[config.mk]
export PLATFORM = sky130hd
export DESIGN_NAME = gbCore
export DESIGN_NICKNAME = d
export VERILOG_FILES = /design/src/logic/isaPkg.sv /design/src/logic/ucodePkg.sv /design/src/logic/gbCore.sv /design/src/logic/dataPath.sv /design/src/logic/ucodeSequencer.sv /design/src/logic/ucodeRom.sv /design/src/logic/opcodeMap.sv
export SDC_FILE = /design/constraint.sdc
export NUM_CORES = 1
export LEC_CHECK = 0
export ABC_AREA = 1
export BUFFER_PORTS_ARGS = -buffer_cell sky130_fd_sc_hd__buf_2
export CORE_MARGIN = 8
export CORE_UTILIZATION = 45
export CTS_BUF_LIST = sky130_fd_sc_hd__clkbuf_16
export DETAILED_ROUTE_END_ITERATION = 8
export GPL_TIMING_DRIVEN = 1
export PLACE_DENSITY_LB_ADDON = 0.2
export SLEW_MARGIN = 20
export SYNTH_ARGS = -nofsm -noshare
export SYNTH_HDL_FRONTEND = slang
export SYNTH_SLANG_ARGS = --single-unit
[constraint.sdc]
create_clock -name clock -period 4.11 [get_ports clock]
set_clock_uncertainty 0.05 [all_clocks]
set_input_delay 0.2055 -clock clock [delete_from_list [all_inputs] [get_ports clock]]
set_output_delay 0.2055 -clock clock [all_outputs]
set_load 0.05 [all_outputs]
[src/logic/isaPkg.sv]
`default_nettype none

package isaPkg;

	parameter int WordWidth = 8;
	parameter int AddrWidth = 16;

	// Operand field encoding where code 6 is the (HL) form
	typedef enum logic [2:0]
	{
		RegB = 3'd0,
		RegC = 3'd1,
		RegD = 3'd2,
		RegE = 3'd3,
		RegH = 3'd4,
		RegL = 3'd5,
		RegA = 3'd7
	} regIdE;

	// Opcodes with a flow of their own
	typedef enum logic [7:0]
	{
		OpNop  = 8'h00,
		OpJr   = 8'h18,
		OpJrNz = 8'h20,
		OpJrZ  = 8'h28,
		OpCpN  = 8'hFE
	} opcodeE;

	typedef struct packed
	{
		logic zero;
		logic subtract;
		logic carry;
	} flagsT;

	typedef struct packed
	{
		logic [WordWidth-1:0] b;
		logic [WordWidth-1:0] c;
		logic [WordWidth-1:0] d;
		logic [WordWidth-1:0] e;
		logic [WordWidth-1:0] h;
		logic [WordWidth-1:0] l;
		logic [WordWidth-1:0] a;
	} regFileT;

	// Architectural state after one instruction
	typedef struct packed
	{
		logic [WordWidth-1:0] opcode;
		logic [AddrWidth-1:0] pc;
		regFileT regs;
		flagsT flags;
		logic [12:0] reserved;
	} retireT;

	typedef struct packed
	{
		logic [AddrWidth-1:0] addr;
	} fetchReqT;

endpackage

`default_nettype wire
[src/logic/ucodePkg.sv]
`default_nettype none

package ucodePkg;

	// How the flow continues after a micro-op
	typedef enum logic [2:0]
	{
		NextOp,
		NextEof,
		NextIncEof,
		NextIncEofZ,
		NextIncEofNz,
		NextInc
	} uopNextE;

	typedef enum logic [3:0]
	{
		ActNop,
		ActFetchOpcode,
		ActLoadImm,
		ActIncReg,
		ActDecReg,
		ActAddA,
		ActSubA,
		ActCmpImm,
		ActLoadOffset,
		ActJumpRel
	} uopActionE;

	typedef struct packed
	{
		uopNextE next;
		uopActionE action;
		isaPkg::regIdE operand;
	} uopT;

	typedef logic [5:0] ucodeAddrT;

	////////////////////
	// Flow start addresses
	////////////////////
	localparam ucodeAddrT FlowFetch = 6'd0;
	localparam ucodeAddrT FlowNop   = 6'd1;
	localparam ucodeAddrT FlowJr    = 6'd2;
	localparam ucodeAddrT FlowJrZ   = 6'd4;
	localparam ucodeAddrT FlowJrNz  = 6'd6;
	localparam ucodeAddrT FlowCp    = 6'd8;
	// Register families with eight slots each
	localparam ucodeAddrT FlowLd    = 6'd16;
	localparam ucodeAddrT FlowInc   = 6'd24;
	localparam ucodeAddrT FlowDec   = 6'd32;
	localparam ucodeAddrT FlowAdd   = 6'd40;
	localparam ucodeAddrT FlowSub   = 6'd48;

	typedef enum logic [1:0]
	{
		SeqIssue,
		SeqWaitRsp,
		SeqRetire
	} seqStateE;

	// Actions that consume one program byte
	function automatic logic actionFetches(uopActionE action);
		return action inside {ActFetchOpcode, ActLoadImm, ActCmpImm, ActLoadOffset};
	endfunction

endpackage

`default_nettype wire

[src/logic/gbCore.sv]
`default_nettype none
`timescale 1ns/100ps

module gbCore
#(
	parameter logic [isaPkg::AddrWidth-1:0] ResetPc = '0
)
(
	input wire logic clock,
	input wire logic rst,
	output logic fetchReqValid,
	input wire logic fetchReqReady,
	output isaPkg::fetchReqT fetchReq,
	input wire logic fetchRspValid,
	input wire logic [isaPkg::WordWidth-1:0] fetchRsp,
	output logic retireValid,
	output isaPkg::retireT retire
);
	import isaPkg::*;
	import ucodePkg::*;

	uopT uop;
	ucodeAddrT romAddr;
	ucodeAddrT flowAddr;
	logic uopStep;
	logic [WordWidth-1:0] opcode;
	logic [AddrWidth-1:0] pc;
	regFileT regs;
	flagsT flags;

	ucodeSequencer ucodeSequencer_inst
	(
		.clock(clock),
		.rst(rst),
		.uop(uop),
		.flowAddr(flowAddr),
		.zeroFlag(flags.zero),
		.fetchRsp(fetchRsp),
		.romAddr(romAddr),
		.uopStep(uopStep),
		.fetchReqValid(fetchReqValid),
		.fetchReqReady(fetchReqReady),
		.fetchRspValid(fetchRspValid),
		.retireValid(retireValid),
		.opcode(opcode)
	);

	// Flow lookup straight off the fetched byte
	opcodeMap opcodeMap_inst
	(
		.opcode(fetchRsp),
		.flowAddr(flowAddr)
	);

	ucodeRom ucodeRom_inst
	(
		.addr(romAddr),
		.uop(uop)
	);

	dataPath
	#(
		.ResetPc(ResetPc)
	)
	dataPath_inst
	(
		.clock(clock),
		.rst(rst),
		.uop(uop),
		.uopStep(uopStep),
		.fetchRsp(fetchRsp),
		.pc(pc),
		.regs(regs),
		.flags(flags),
		.fetchAddr(fetchReq)
	);

	assign retire = '{opcode: opcode, pc: pc, regs: regs, flags: flags, reserved: '0};

endmodule

`default_nettype wire

[src/logic/dataPath.sv]
`default_nettype none
`timescale 1ns/100ps

module dataPath
#(
	parameter logic [isaPkg::AddrWidth-1:0] ResetPc = '0
)
(
	input wire logic clock,
	input wire logic rst,
	input wire ucodePkg::uopT uop,
	input wire logic uopStep,
	input wire logic [isaPkg::WordWidth-1:0] fetchRsp,
	output logic [isaPkg::AddrWidth-1:0] pc,
	output isaPkg::regFileT regs,
	output isaPkg::flagsT flags,
	output isaPkg::fetchReqT fetchAddr
);
	import isaPkg::*;
	import ucodePkg::*;

	logic [WordWidth-1:0] offset;
	logic [WordWidth-1:0] srcVal;
	logic [WordWidth-1:0] subRhs;
	logic [WordWidth-1:0] incVal;
	logic [WordWidth-1:0] decVal;
	logic [WordWidth:0] addSum;
	logic [WordWidth:0] subDiff;
	logic [AddrWidth-1:0] jumpTarget;
	logic pcInc;

	function automatic regFileT writeReg(regFileT rf, regIdE id, logic [WordWidth-1:0] value);
		regFileT res;
		res = rf;
		case (id)
			RegB: res.b = value;
			RegC: res.c = value;
			RegD: res.d = value;
			RegE: res.e = value;
			RegH: res.h = value;
			RegL: res.l = value;
			RegA: res.a = value;
			default: ;
		endcase
		return res;
	endfunction

	////////////////////
	// Operand select and ALU
	////////////////////
	always_comb
	begin
		case (uop.operand)
			RegB: srcVal = regs.b;
			RegC: srcVal = regs.c;
			RegD: srcVal = regs.d;
			RegE: srcVal = regs.e;
			RegH: srcVal = regs.h;
			RegL: srcVal = regs.l;
			default: srcVal = regs.a;
		endcase
	end

	assign incVal = srcVal + 1'b1;
	assign decVal = srcVal - 1'b1;
	assign addSum = {1'b0, regs.a} + {1'b0, srcVal};
	// CP compares against the immediate byte
	assign subRhs = (uop.action == ActCmpImm) ? fetchRsp : srcVal;
	assign subDiff = {1'b0, regs.a} - {1'b0, subRhs};

	assign pcInc = uop.next inside {NextInc, NextIncEof, NextIncEofZ, NextIncEofNz};
	assign jumpTarget = pc + {{(AddrWidth-WordWidth){offset[WordWidth-1]}}, offset};
	assign fetchAddr = '{addr: pc};

	always_ff @(posedge clock)
	begin
		if (rst)
		begin
			pc <= ResetPc;
			regs <= '0;
			flags <= '0;
		end
		else if (uopStep)
		begin
			if (uop.action == ActJumpRel)
				pc <= jumpTarget;
			else if (pcInc)
				pc <= pc + 1'b1;

			case (uop.action)
				ActLoadImm: regs <= writeReg(regs, uop.operand, fetchRsp);
				ActIncReg:
				begin
					regs <= writeReg(regs, uop.operand, incVal);
					flags.zero <= (incVal == '0);
					flags.subtract <= 1'b0;
				end
				ActDecReg:
				begin
					regs <= writeReg(regs, uop.operand, decVal);
					flags.zero <= (decVal == '0);
					flags.subtract <= 1'b1;
				end
				ActAddA:
				begin
					regs.a <= addSum[WordWidth-1:0];
					flags <= '{zero: (addSum[WordWidth-1:0] == '0), subtract: 1'b0,
						carry: addSum[WordWidth]};
				end
				ActSubA, ActCmpImm:
				begin
					if (uop.action == ActSubA)
						regs.a <= subDiff[WordWidth-1:0];
					// Borrow shows up in the top bit
					flags <= '{zero: (subDiff[WordWidth-1:0] == '0), subtract: 1'b1,
						carry: subDiff[WordWidth]};
				end
				default: ;
			endcase
		end
	end

	// Jump offset latched from the program
	always_ff @(posedge clock)
	begin
		if (uopStep && uop.action == ActLoadOffset)
			offset <= fetchRsp;
	end

endmodule

`default_nettype wire

[src/logic/ucodeSequencer.sv]
`default_nettype none
`timescale 1ns/100ps

module ucodeSequencer
(
	input wire logic clock,
	input wire logic rst,
	input wire ucodePkg::uopT uop,
	input wire ucodePkg::ucodeAddrT flowAddr,
	input wire logic zeroFlag,
	input wire logic [isaPkg::WordWidth-1:0] fetchRsp,
	output ucodePkg::ucodeAddrT romAddr,
	output logic uopStep,
	output logic fetchReqValid,
	input wire logic fetchReqReady,
	input wire logic fetchRspValid,
	output logic retireValid,
	output logic [isaPkg::WordWidth-1:0] opcode
);
	import ucodePkg::*;

	seqStateE state;
	ucodeAddrT upc;
	logic needsFetch;
	logic issuing;
	logic endFlow;

	assign romAddr = upc;
	assign needsFetch = actionFetches(uop.action);

	// Retire cycle also issues the next opcode fetch
	assign issuing = (state == SeqIssue) || (state == SeqRetire);
	assign fetchReqValid = issuing && needsFetch;
	assign uopStep = (issuing && !needsFetch) || (state == SeqWaitRsp && fetchRspValid);
	assign retireValid = (state == SeqRetire);

	// Conditional flow exit
	always_comb
	begin
		case (uop.next)
			NextEof, NextIncEof: endFlow = 1'b1;
			NextIncEofZ: endFlow = zeroFlag;
			NextIncEofNz: endFlow = !zeroFlag;
			default: endFlow = 1'b0;
		endcase
	end

	always_ff @(posedge clock)
	begin
		if (rst)
		begin
			state <= SeqIssue;
			upc <= FlowFetch;
		end
		else if (uopStep)
		begin
			if (uop.action == ActFetchOpcode)
			begin
				upc <= flowAddr;
				state <= SeqIssue;
			end
			else if (endFlow)
			begin
				upc <= FlowFetch;
				state <= SeqRetire;
			end
			else
			begin
				upc <= upc + ucodeAddrT'(1);
				state <= SeqIssue;
			end
		end
		else if (fetchReqValid && fetchReqReady)
			state <= SeqWaitRsp;
		else if (state == SeqRetire)
			state <= SeqIssue;
	end

	// Opcode kept for the retire record
	always_ff @(posedge clock)
	begin
		if (uopStep && uop.action == ActFetchOpcode)
			opcode <= fetchRsp;
	end

endmodule

`default_nettype wire

[src/logic/ucodeRom.sv]
`default_nettype none
`timescale 1ns/100ps

module ucodeRom
(
	input wire ucodePkg::ucodeAddrT addr,
	output ucodePkg::uopT uop
);
	import isaPkg::*;
	import ucodePkg::*;

	ucodeAddrT flowBase;
	regIdE famReg;

	// Family flows are indexed by the register code
	assign flowBase = {addr[5:3], 3'b000};
	assign famReg = regIdE'(addr[2:0]);

	always_comb
	begin
		// Unused slots end quietly
		uop = '{next: NextEof, action: ActNop, operand: RegB};

		case (addr)
			////////////////////
			// Opcode fetch
			////////////////////
			FlowFetch: uop = '{next: NextInc, action: ActFetchOpcode, operand: RegB};

			FlowNop: uop = '{next: NextEof, action: ActNop, operand: RegB};

			////////////////////
			// Relative jumps
			////////////////////
			FlowJr: uop = '{next: NextInc, action: ActLoadOffset, operand: RegB};
			FlowJr + 6'd1: uop = '{next: NextEof, action: ActJumpRel, operand: RegB};

			// Not taken when Z is clear
			FlowJrZ: uop = '{next: NextIncEofNz, action: ActLoadOffset, operand: RegB};
			FlowJrZ + 6'd1: uop = '{next: NextEof, action: ActJumpRel, operand: RegB};

			// Not taken when Z is set
			FlowJrNz: uop = '{next: NextIncEofZ, action: ActLoadOffset, operand: RegB};
			FlowJrNz + 6'd1: uop = '{next: NextEof, action: ActJumpRel, operand: RegB};

			FlowCp: uop = '{next: NextIncEof, action: ActCmpImm, operand: RegB};

			default:
			begin
				// Slot 6 of a family is the (HL) form
				if (addr[2:0] != 3'd6)
				begin
					case (flowBase)
						FlowLd:
							uop = '{next: NextIncEof, action: ActLoadImm, operand: famReg};
						FlowInc:
							uop = '{next: NextEof, action: ActIncReg, operand: famReg};
						FlowDec:
							uop = '{next: NextEof, action: ActDecReg, operand: famReg};
						FlowAdd:
							uop = '{next: NextEof, action: ActAddA, operand: famReg};
						FlowSub:
							uop = '{next: NextEof, action: ActSubA, operand: famReg};
						default: ;
					endcase
				end
			end
		endcase
	end

endmodule

`default_nettype wire

[src/logic/opcodeMap.sv]
`default_nettype none
`timescale 1ns/100ps

module opcodeMap
(
	input wire logic [isaPkg::WordWidth-1:0] opcode,
	output ucodePkg::ucodeAddrT flowAddr
);
	import isaPkg::*;
	import ucodePkg::*;

	logic [2:0] dstField;
	logic [2:0] srcField;

	// Destination field for LD, INC, DEC and source field for ALU ops
	assign dstField = opcode[5:3];
	assign srcField = opcode[2:0];

	always_comb
	begin
		flowAddr = FlowNop;

		// 00 rrr 1xx family with the (HL) forms left on NOP
		if (opcode[7:6] == 2'b00 && dstField != 3'd6)
		begin
			case (srcField)
				3'd4: flowAddr = FlowInc + {3'b000, dstField};
				3'd5: flowAddr = FlowDec + {3'b000, dstField};
				3'd6: flowAddr = FlowLd + {3'b000, dstField};
				default: flowAddr = FlowNop;
			endcase
		end

		// ADD A,r is 10000rrr and SUB r is 10010rrr
		if (opcode[7:3] == 5'b10000 && srcField != 3'd6)
			flowAddr = FlowAdd + {3'b000, srcField};
		if (opcode[7:3] == 5'b10010 && srcField != 3'd6)
			flowAddr = FlowSub + {3'b000, srcField};

		case (opcode)
			OpNop: flowAddr = FlowNop;
			OpJr: flowAddr = FlowJr;
			OpJrZ: flowAddr = FlowJrZ;
			OpJrNz: flowAddr = FlowJrNz;
			OpCpN: flowAddr = FlowCp;
			default: ;
		endcase
	end

endmodule

`default_nettype wire

Word-level counts from Yosys, hierarchy flattened --
Index checks and enable logic that the tools add are counted. Widths: inputs -> output; s select.
Operators by class: $add $sub $neg 12, eq/ne operators 69, mux-type cells 46, reductions and logical operators 43
Operators by type and width (number):
- $mux 8 | 23
- $pmux 48 s3 | 1
- $pmux 10 s7 | 1
- $pmux 8 s6 | 1
- $pmux 9 s5 | 1
- $ne 2x2->1 const B | 21
- $logic_not 8->1 | 5
- $pmux 8 s5 | 1
- $eq 3x3->1 const B | 11
- $mux 16 | 2
- $mux 6 | 5
- $pmux 6 s5 | 1
- $reduce_and 5->1 | 6
- $eq 6x3->1 const B | 4
- $eq 3x2->1 const B | 6
- $pmux 6 s3 | 1
- $add 16x1->16 const B | 1
- $add 16x16->16 | 1
- $eq 4x3->1 const B | 4
- $eq 8x6->1 const B | 2
- $add 5x3->6 const A | 2
- $add 6x3->6 const A | 2
- $eq 6x2->1 const B | 2
- $reduce_bool 4->1 | 3
- other kinds (37) | 63
Storage, ports and cells: bits in registers 99, bits of input ports 12, output and inout bits 114, logic and storage cells 185

Depth between registers and ports, before layout --
Gate-level depths: netlist of the first run.
depth in word-level cells 10, mapped depth 29, depth with buffers taken out 28

Hierarchy --
From an unflattened synthesis of the first run, not the netlist that was laid out.
Second synthesis, totals: cells, all modules 1136, area total of the unflattened synthesis 7607.3 µm²
Modules (own cells, without submodules):
- dataPath | times used 1, cells an instance 898, area an instance 6120.9 µm², sequential area each 1741.7 µm²
- ucodeSequencer | times used 1, cells an instance 104, area an instance 813.3 µm², sequential area each 400.4 µm²
- opcodeMap | times used 1, cells an instance 64, area an instance 305.3 µm², sequential area each 0.0 µm²
- ucodeRom | times used 1, cells an instance 56, area an instance 266.5 µm², sequential area each 0.0 µm²
- gbCore | times used 1, cells an instance 14, area an instance 101.3 µm², sequential area each 0.0 µm²

Worst setup path after synthesis of the first run --
OpenSTA, ideal clock, no wires.
kind register to register, from register ucodeSequencer_inst.upc[1] (netlist: ucodeSequencer_inst.romAddr[1]), to register dataPath_inst.pc (netlist bit dataPath_inst.fetchAddr[14]), library setup time 120 ps, arrival time 3763 ps, data required time 3940 ps, path slack 176 ps, cell stages (with the launch flop) 25, path buffers 0, period minus slack after synthesis 3934 ps, cell sequence dfxtp_1 -> inv_1 -> ha_1 -> inv_1 -> nor2_2 -> nand2_2 -> nor2_8 -> a21oi_2 -> nand2_1 -> nor2_1 -> inv_1 -> or2_2 -> ha_1 -> inv_1 -> fa_1 -> inv_1 -> a31oi_1 -> o21ai_0 -> a21o_1 -> a21oi_1 -> o21ai_0 -> a21o_1 -> a21oi_1 -> xor2_1 -> a21oi_1
Between the ends: cells in the longest elaborated chain, start to end 9, elaborated cells on any way between the ends 30, classes of those cells eq/ne (18); mux (3); reduce/logical (9)
RTL lines:
- start, declared | line ucodeSequencer.sv:23 | ucodeAddrT upc;
- start signal, assigned | line ucodeSequencer.sv:53 | upc <= FlowFetch;
- start signal, assigned | line ucodeSequencer.sv:59 | upc <= flowAddr;
- start signal, assigned | line ucodeSequencer.sv:64 | upc <= FlowFetch;
- $eq 6x2->1 (tied with other cells) | line ucodeRom.sv:24 | case (addr)
- $reduce_or 3->1 (no source line) / $mux 10 (equally long branches)
- $pmux 10 s7 * | line ucodeRom.sv:24
- $eq 4x1->1 (tied with other cells) | line ucodePkg.sv:64 | return action inside {ActFetchOpcode, ActLoadImm, ActCmpImm, ActLoadOffset};
- $reduce_bool 4->1 | line ucodePkg.sv:64
- $logic_not 1->1 | line ucodeSequencer.sv:34 | assign uopStep = (issuing && !needsFetch) || (state == SeqWaitRsp && fetchRspValid);
- $logic_and 1x1->1 | line ucodeSequencer.sv:34
- $logic_or 1x1->1 | line ucodeSequencer.sv:34
- $reduce_and 2->1 (no source line)
- end signal, assigned | line dataPath.sv:79 | pc <= ResetPc;
- end signal, assigned | line dataPath.sv:86 | pc <= jumpTarget;
- end signal, assigned | line dataPath.sv:88 | pc <= pc + 1'b1;
- end, declared | line dataPath.sv:14 | output logic [isaPkg::AddrWidth-1:0] pc,
Mark *: on every way between the ends. The rest lies on a longest branch, timed or not. A chain may end at the register's enable or synchronous reset.

Worst setup path in the final report of the first run --
from register ucodeSequencer_inst.upc[0] (netlist: ucodeSequencer_inst.romAddr[0]), to register dataPath_inst.regs[7] (netlist name)
Between the ends: cells in the longest elaborated chain, start to end 9, elaborated cells on any way between the ends 50, classes of those cells add/sub (4); eq/ne (27); mux (9); reduce/logical (10)
RTL lines:
- $eq 6x2->1 (tied with other cells) | line ucodeRom.sv:24
- $reduce_or 3->1 (no source line) / $mux 10 (equally long branches)
- $pmux 10 s7 * | line ucodeRom.sv:24
- $eq 3x3->1 (tied with other cells) | line dataPath.sv:53 | case (uop.operand)
- $pmux 8 s6 / $reduce_bool 4->1 (equally long branches) | line dataPath.sv:53, ucodePkg.sv:64
- $mux 8 / $logic_not 1->1 (equally long branches) | line dataPath.sv:68, ucodeSequencer.sv:34
- $sub 8x8->9 / $logic_and 1x1->1 (equally long branches) | line dataPath.sv:69, ucodeSequencer.sv:34
- $mux 8 / $logic_or 1x1->1 (equally long branches) | line dataPath.sv:112, ucodeSequencer.sv:34
- $pmux 8 s5 / $reduce_and 6->1 (equally long branches)
Mark *: on every way between the ends. The rest lies on a longest branch, timed or not. The select of a mux whose other input is x is not followed.

==> reports/qor.txt, run 1 <==
row count = 46
DRT Pass-1 Iters = 5
Wirelength per Cell = 16.0 um
reg2reg end = dataPath_inst.regs[7]
Critical Path Start = ucodeSequencer_inst.romAddr[0]
Post-Route Utilization = 53.5%
initial antenna violation count = 1
ranking of synthesized cells by area = dfxtp_1 23%, nand2_1 7.8%, ha_1 6.7%
Die H = 143 um
Pint = 2.95 mW
Fin. Hold Viols = 0
Sink Count = 99
Pleak = 4.21 nW
Cell Count, Final, Fillers Out = 1,382
Syn Area/Cell = 6.97 um2
worst-skew pair later-pin latency = 0.36 ns
first-pass GRT wire length = 34,700 um
RSZ-0062 raised after global routing = true
Gate power share = 65.9%
Starting Density = 45.9%
clock buffer count from CTS = 9
cell taking the most area after synthesis = dfxtp_1
hold path startpoint = fetchReqReady
Final HPWL DP = 16,900 um
CTS max path bufs = 2
CTS Hold Bufs = 0
count of nets after finishing = 1,215
FILL cells = 1,642
layout cells sized above 1 = 23.8%
cells after synthesis = 1,046
most common cell after layout, fill and taps aside = nand2_1
Post-synth ARST share = 0%
DR iter-0 viols = 426
post-synthesis cell type count = 57
Yosys Warn Count = 0
I/O pin count = 126
WS Path Type = reg2reg
CTS tree = built
Peak VDD IR = 0.000350 V
Reg2Reg Depth = 27
worst-margin pin slew = 0.874 ns
Post-synth EDFFs = 16
Max Freq = 257 MHz
Clock transition at path regs = 0.08 ns
Tcrit/Tclk final = 94.7%
relative slew slack = 41.7%
crit path max fanout = 12
Antenna Cells = 0
Sw Ratio = 55.2%
commonest cells after routing, fill and taps aside = 149 x nand2_1, 128 x inv_1, 124 x nor2_1, 112 x buf_2, 83 x o21ai_0
finished layout cell area = 0.00850 mm2
CP endpoint kind = flop
Die W = 143 um
part of the power in registers = 20.8%
max_cap viols = 0
startpoint types = flop
Clk network pwr share = 13.2%
placed cell area = 0.00803 mm2
CTS H-Tree Depth = 3
Placer Congestion = 0.940
Net Sw Power = 3.64 mW
Vias/cell = 5.24
Critical Path Sink = dataPath_inst.regs[7]
pre-CTS WS = 0.0895 ns
worst reg2reg path startpoint = ucodeSequencer_inst.romAddr[0]
Seq/Total Area, Yosys = 29.4%
Worst Hold Class = in2reg
Finish-stage setup viols = 0
Die Area = 0.0205 mm2
WP data arrival = 4.10 ns
number of port buffers = 112
vias in the first global route = 6,677
Synth Cell Area = 0.00729 mm2
synth-to-layout area growth = 16.6%
Final min period = 3.89 ns
status = finished clean
#FFs+latches synth = 99
Pins Over Slew Limit = 0
clk root buf = clkbuf_16
setup ws final = 0.216 ns
top-area cell type share of the netlist area = 22.8%
Synth Flop Type = dfxtp_1
DP Cell Count = 1,361
post-route ant nets = 0
critical path required time = 4.32 ns
drt drc = 0
Worst R2R Setup Slack = 0.22 ns
detailed-route wire length = 22,100 um
via count = 7,241
Core Region = 0.0159 mm2
largest net degree at the start of global routing = 32
GR Util All Layers = 21.3%
Overflow after GRT = 0
Power Dens Cells = 775 mW/mm2
==> synthesized netlist by cell type (3+ instances only) <==
cell,instances
nor2_1,126
nor3_1,11
a21oi_2,3
inv_1,128
xor2_1,15
buf_2,8
o22ai_1,4
a211oi_1,4
nor2_2,15
nand3_2,8
a31oi_1,19
inv_2,16
xnor2_1,12
a21oi_1,77
buf_6,4
edfxtp_1,16
ha_1,39
nor3_2,5
o21ai_1,27
nand2_2,14
o21bai_1,4
dfxtp_1,83
nand2_4,5
nor2_4,6
nand4_1,20
buf_4,37
fa_1,3
nand2_1,151
nor4_1,3
clkbuf_1,11
o21ai_0,91
nand3_1,51
==> final cells by class <==
class                   instances  area [um2]  share of cell area, %
clock inverters                 6        45.0                  0.530
inverters                     146         556                   6.53
repair buffers                153         868                   10.2
multi-input cells             752        4370                   51.3
clock buffers                  10         250                   2.94
well taps                     216         270                   3.18
flip-flops and latches         99        2150                   25.3
==> power by group through the flow <==
stage | clock network [mW] | registers (mW) | logic, mW
2_1_floorplan | 0 | 1.89 | 2.63
3_3_place_gp | 0 | 1.39 | 4.09
3_5_place_dp | 0 | 1.39 | 4.11
4_1_cts | 0.881 | 1.37 | 4.13
5_1_grt | 0.921 | 1.40 | 4.76
6_report | 0.872 | 1.37 | 4.35
==> state kept, by name (all words and copies together) (netlist names) <==
register	count
dataPath_inst.flags	3
dataPath_inst.offset	8
ucodeSequencer_inst.state	2
dataPath_inst.regs	56
ucodeSequencer_inst.romAddr	6
dataPath_inst.fetchAddr	16
ucodeSequencer_inst.opcode	8
==> through the flow <==
stage / hold slack, ns / total power, mW / setup TNS [ns]
floorplan: 0.254 / 4.52 / 0
global route: 0.106 / 7.09 / -0.239
detailed placement: 0.426 / 5.50 / 0
finish: 0.0725 / 6.59 / 0
global placement: 0.407 / 5.48 / 0
CTS: 0.0762 / 6.38 / 0
==> how the worst min path moves through the flow <==
stage | endpoint | slack, ns | cells after the start
after floorplan | dataPath_inst.offset[0] | 0.25 | 0
after global placement | ucodeSequencer_inst.state[1] | 0.41 | 2
after detailed placement | ucodeSequencer_inst.state[1] | 0.43 | 2
after CTS | ucodeSequencer_inst.state[0] | 0.08 | 3
after global routing | dataPath_inst.offset[0] | 0.11 | 1
final | ucodeSequencer_inst.state[0] | 0.07 | 3
==> what timing repair did <==
action                                  4_1_cts  5_1_grt
buffers inserted                              0        5
endpoints found under the setup margin        0        8
resized for setup                             0       42
endpoints found under the hold margin         0        0
==> logic make-up (layout without fill, tap and decap cells) <==
family	Yosys count	in the layout	synth area share, %
AND/OR/NAND/NOR	420	420	27.4
adder cells (fa/ha/maj)	42	42	7.52
flip-flops	99	99	29.4
buffers and inverters	207	315	13.2
other	1	13	0.0514
AO/OA/AOI/OAI	250	250	19.2
XOR/XNOR	27	27	3.24
==> metal layers <==
| layer | up-vias | part of all wire, % | GRT usage [%] | routed length [um] |
|---|---|---|---|---|
| li1 | 3669 | - | - | - |
| met5 | - | 0.059 | 0 | 13 |
| met3 | 42 | 6.1 | 3.84 | 1350 |
| met2 | 230 | 48 | 35.9 | 10500 |
| met1 | 3298 | 44 | 26.8 | 9710 |
| met4 | 2 | 2.3 | 7.19 | 511 |
==> worst max-delay path, stage by stage, from the launching register on <==
cell      delay (ns)
dfxtp_1         0.33
inv_1           0.07
ha_2            0.20
nand2_1         0.08
inv_1           0.06
nor2_4          0.19
buf_4           0.16
o211ai_4        0.13
nand4_1         0.14
nand2_1         0.06
nor2_1          0.14
nand2_1         0.11
nand2_2         0.10
buf_4           0.16
inv_1           0.10
ha_4            0.30
nand3_1         0.07
nand2_1         0.12
a21oi_2         0.07
o21bai_2        0.18
a21oi_1         0.08
o21ai_0         0.19
xor2_1          0.22
nor2_1          0.06
nor2_1          0.11
nand4_1         0.10
nor2_1          0.13
nor2_1          0.06
Power figures use the tool's default switching activity.
==> inputs of run 2 (changes only) <==
--- a/config.mk
+++ b/config.mk
@@ -11,8 +11,10 @@
 export CORE_UTILIZATION = 45
 export CTS_BUF_LIST = sky130_fd_sc_hd__clkbuf_16
 export DETAILED_ROUTE_END_ITERATION = 8
+export GPL_ROUTABILITY_DRIVEN = 0
 export GPL_TIMING_DRIVEN = 1
 export PLACE_DENSITY_LB_ADDON = 0.2
+export SETUP_SLACK_MARGIN = 0.4
 export SLEW_MARGIN = 20
 export SYNTH_ARGS = -nofsm -noshare
 export SYNTH_HDL_FRONTEND = slang
==> run 2 against run 1 <==
  * Combinational power up 9.0%
  * Largest cell class unchanged
  * Die area unchanged
  * Core utilization up 3.0 points
  * Critical path depth up 1
  * First-iteration DRC count up 38%
  * Fmax up 4.5%
  * Register-to-register slack better by 0.17 ns
==> reports/qor.txt, run 2 (same netlist as run 1, synthesis figures left out) <==
status = finished clean
Fin Hold WS = 0.103 ns (+0.0302 ns)
Post-Route Utilization = 56.5% (+3.0 points)
Setup Total Neg Slack = 0 ns (unchanged)
CTS Hold Bufs = 0 (unchanged)
largest net degree at the start of global routing = 40 (+25%)
CTS max path bufs = 2 (unchanged)
Antenna Cells = 0 (unchanged)
Die Area = 0.0205 mm2 (unchanged)
crit path max fanout = 7 (-5)
Sink Count = 99 (unchanged)
Largest Register = dataPath_inst.regs
Final min period = 3.73 ns (-0.168 ns)
Net Sw Power = 3.81 mW (+4.5%)
Pint = 3.25 mW (+10%)
Tcrit/Tclk final = 90.7% (-4.1 points)
most common cell after layout, fill and taps aside = nand2_1
Overflow after GRT = 0 (unchanged)
Wirelength per Cell = 16.4 um (+2.8%)
synth-to-layout area growth = 23.1%
FILL cells = 1,568 (-4.5%)
WS Path Type = reg2reg
CP max stage delay = 0.34 ns (about the same)
Finish-stage setup viols = 0 (unchanged)
vias in the first global route = 6,938 (+3.9%)
Pins Over Slew Limit = 0 (unchanged)
Sw Ratio = 53.9% (-1.3 points)
clk root buf = clkbuf_16
Clock transition at path regs = 0.07 ns (about the same)
startpoint types = flop
Final HPWL DP = 16,800 um (-0.39%)
max_cap viols = 0 (unchanged)
Pleak = 4.36 nW (+3.6%)
Power Dens Cells = 787 mW/mm2 (+1.5%)
worst-margin pin slew = 1.02 ns (+0.149 ns)
CTS H-Tree Depth = 3 (unchanged)
register area = 0.00216 mm2 (+0.58%)
count of nets after finishing = 1,242 (+2.2%)
row count = 46 (unchanged)
DRT Pass-1 Iters = 5 (unchanged)
clock buffer count from CTS = 9 (unchanged)
first-pass GRT wire length = 35,000 um (+0.89%)
CP endpoint kind = flop
WP data arrival = 3.92 ns (-0.18 ns)
critical path required time = 4.30 ns (-0.02 ns)
Starting Density = 45.9% (unchanged)
relative slew slack = 31.4% (-10 points)
Slowest-stage cell, CP = ha_1
Gate power share = 67.2% (+1.3 points)
commonest cells after routing, fill and taps aside = 148 x nand2_1, 120 x nor2_1, 114 x inv_1, 112 x buf_2, 77 x dfxtp_1
RSZ-0062 raised after global routing = true
drt drc = 0 (unchanged)
part of the power in registers = 19.7% (-1.1 points)
Most common cell on crit path = nor2_1
Clk network pwr share = 13.1% (about the same)
Fin. Hold Viols = 0 (unchanged)
Peak VDD IR = 0.000414 V (+19%)
multi-input logic area = 0.00456 mm2 (+4.4%)
layout cells sized above 1 = 29.3% (+5.5 points)
Die H = 143 um (unchanged)
DR iter-0 viols = 586 (+38%)
Worst Hold Class = in2reg
I/O pin count = 126 (unchanged)
via count = 7,590 (+4.8%)
GR Util All Layers = 21.3% (+0.049 points)
Max Freq = 268 MHz (+4.5%)
number of port buffers = 112 (unchanged)
post-route ant nets = 0 (unchanged)
Core Region = 0.0159 mm2 (unchanged)
Vias/cell = 5.39 (+2.8%)
max reg flops = 56 (unchanged)
Die W = 143 um (unchanged)
worst-skew pair later-pin latency = 0.36 ns (about the same)
initial antenna violation count = 0 (-1)
detailed-route wire length = 23,100 um (+4.8%)
CTS tree = built
## run 2: critical path, delay by kind of cell (launching register included)
family | cells | cell delay (ns)
compound gates | 7 | 0.83
xor+xnor | 1 | 0.22
fa+ha+maj | 2 | 0.51
buf+inv | 3 | 0.23
flops | 1 | 0.33
simple gates | 15 | 1.44
## run 2: power groups by stage
stage / sequential [mW] / clock (mW) / combinational [mW]
2_1_floorplan: 1.89 / 0 / 2.64
3_3_place_gp: 1.40 / 0 / 4.03
3_5_place_dp: 1.40 / 0 / 4.06
4_1_cts: 1.38 / 0.944 / 4.30
5_1_grt: 1.42 / 0.980 / 5.13
6_report: 1.39 / 0.926 / 4.74
## run 2: final timing paths
path	start	endpoint	slack, ns	depth (start not counted)
hold reg to reg	ucodeSequencer_inst.state[1]	ucodeSequencer_inst.state[1]	0.43	2
hold / removal	fetchReqReady	ucodeSequencer_inst.state[0]	0.10	3
setup / recovery	ucodeSequencer_inst.romAddr[0]	dataPath_inst.regs[7]	0.38	28
setup reg to reg	ucodeSequencer_inst.romAddr[0]	dataPath_inst.regs[7]	0.38	28
## run 2: per-layer routing
| layer | global-route usage (%) | up-vias | wire [um] |
|---|---|---|---|
| met2 | 35.8 | 280 | 11000 |
| li1 | - | 3724 | - |
| met4 | 7.03 | 0 | 522 |
| met1 | 27.1 | 3544 | 9890 |
| met3 | 3.81 | 42 | 1660 |
| met5 | 0 | - | 0 |
## run 2: area by class of cell
| cell class | count | share of cell area (%) |
|---|---|---|
| clock buffers | 9 | 2.51 |
| multi-input cells | 753 | 50.8 |
| well taps | 216 | 3.01 |
| flip-flops and latches | 99 | 24.1 |
| inverters | 146 | 6.23 |
| clock inverters | 7 | 1.03 |
| repair buffers | 179 | 12.3 |
## run 2: timing repair
item | 4_1_cts | 5_1_grt
cloned | 0 | 1
setup endpoints to repair | 7 | 8
resized for setup | 40 | 66
buffers inserted | 14 | 18
pin swaps | 28 | 62
## run 2: through the flow
step | cells | power (mW) | setup WS, ns | instance area [um2]
floorplan | 1058 | 4.53 | 0.347 | 7350
global placement | 1360 | 5.43 | 0.135 | 8050
detailed placement | 1360 | 5.45 | 0.0442 | 8050
CTS | 1390 | 6.61 | 0.407 | 8580
global route | 1409 | 7.53 | 0.107 | 8970
finish | 1409 | 7.06 | 0.384 | 8970
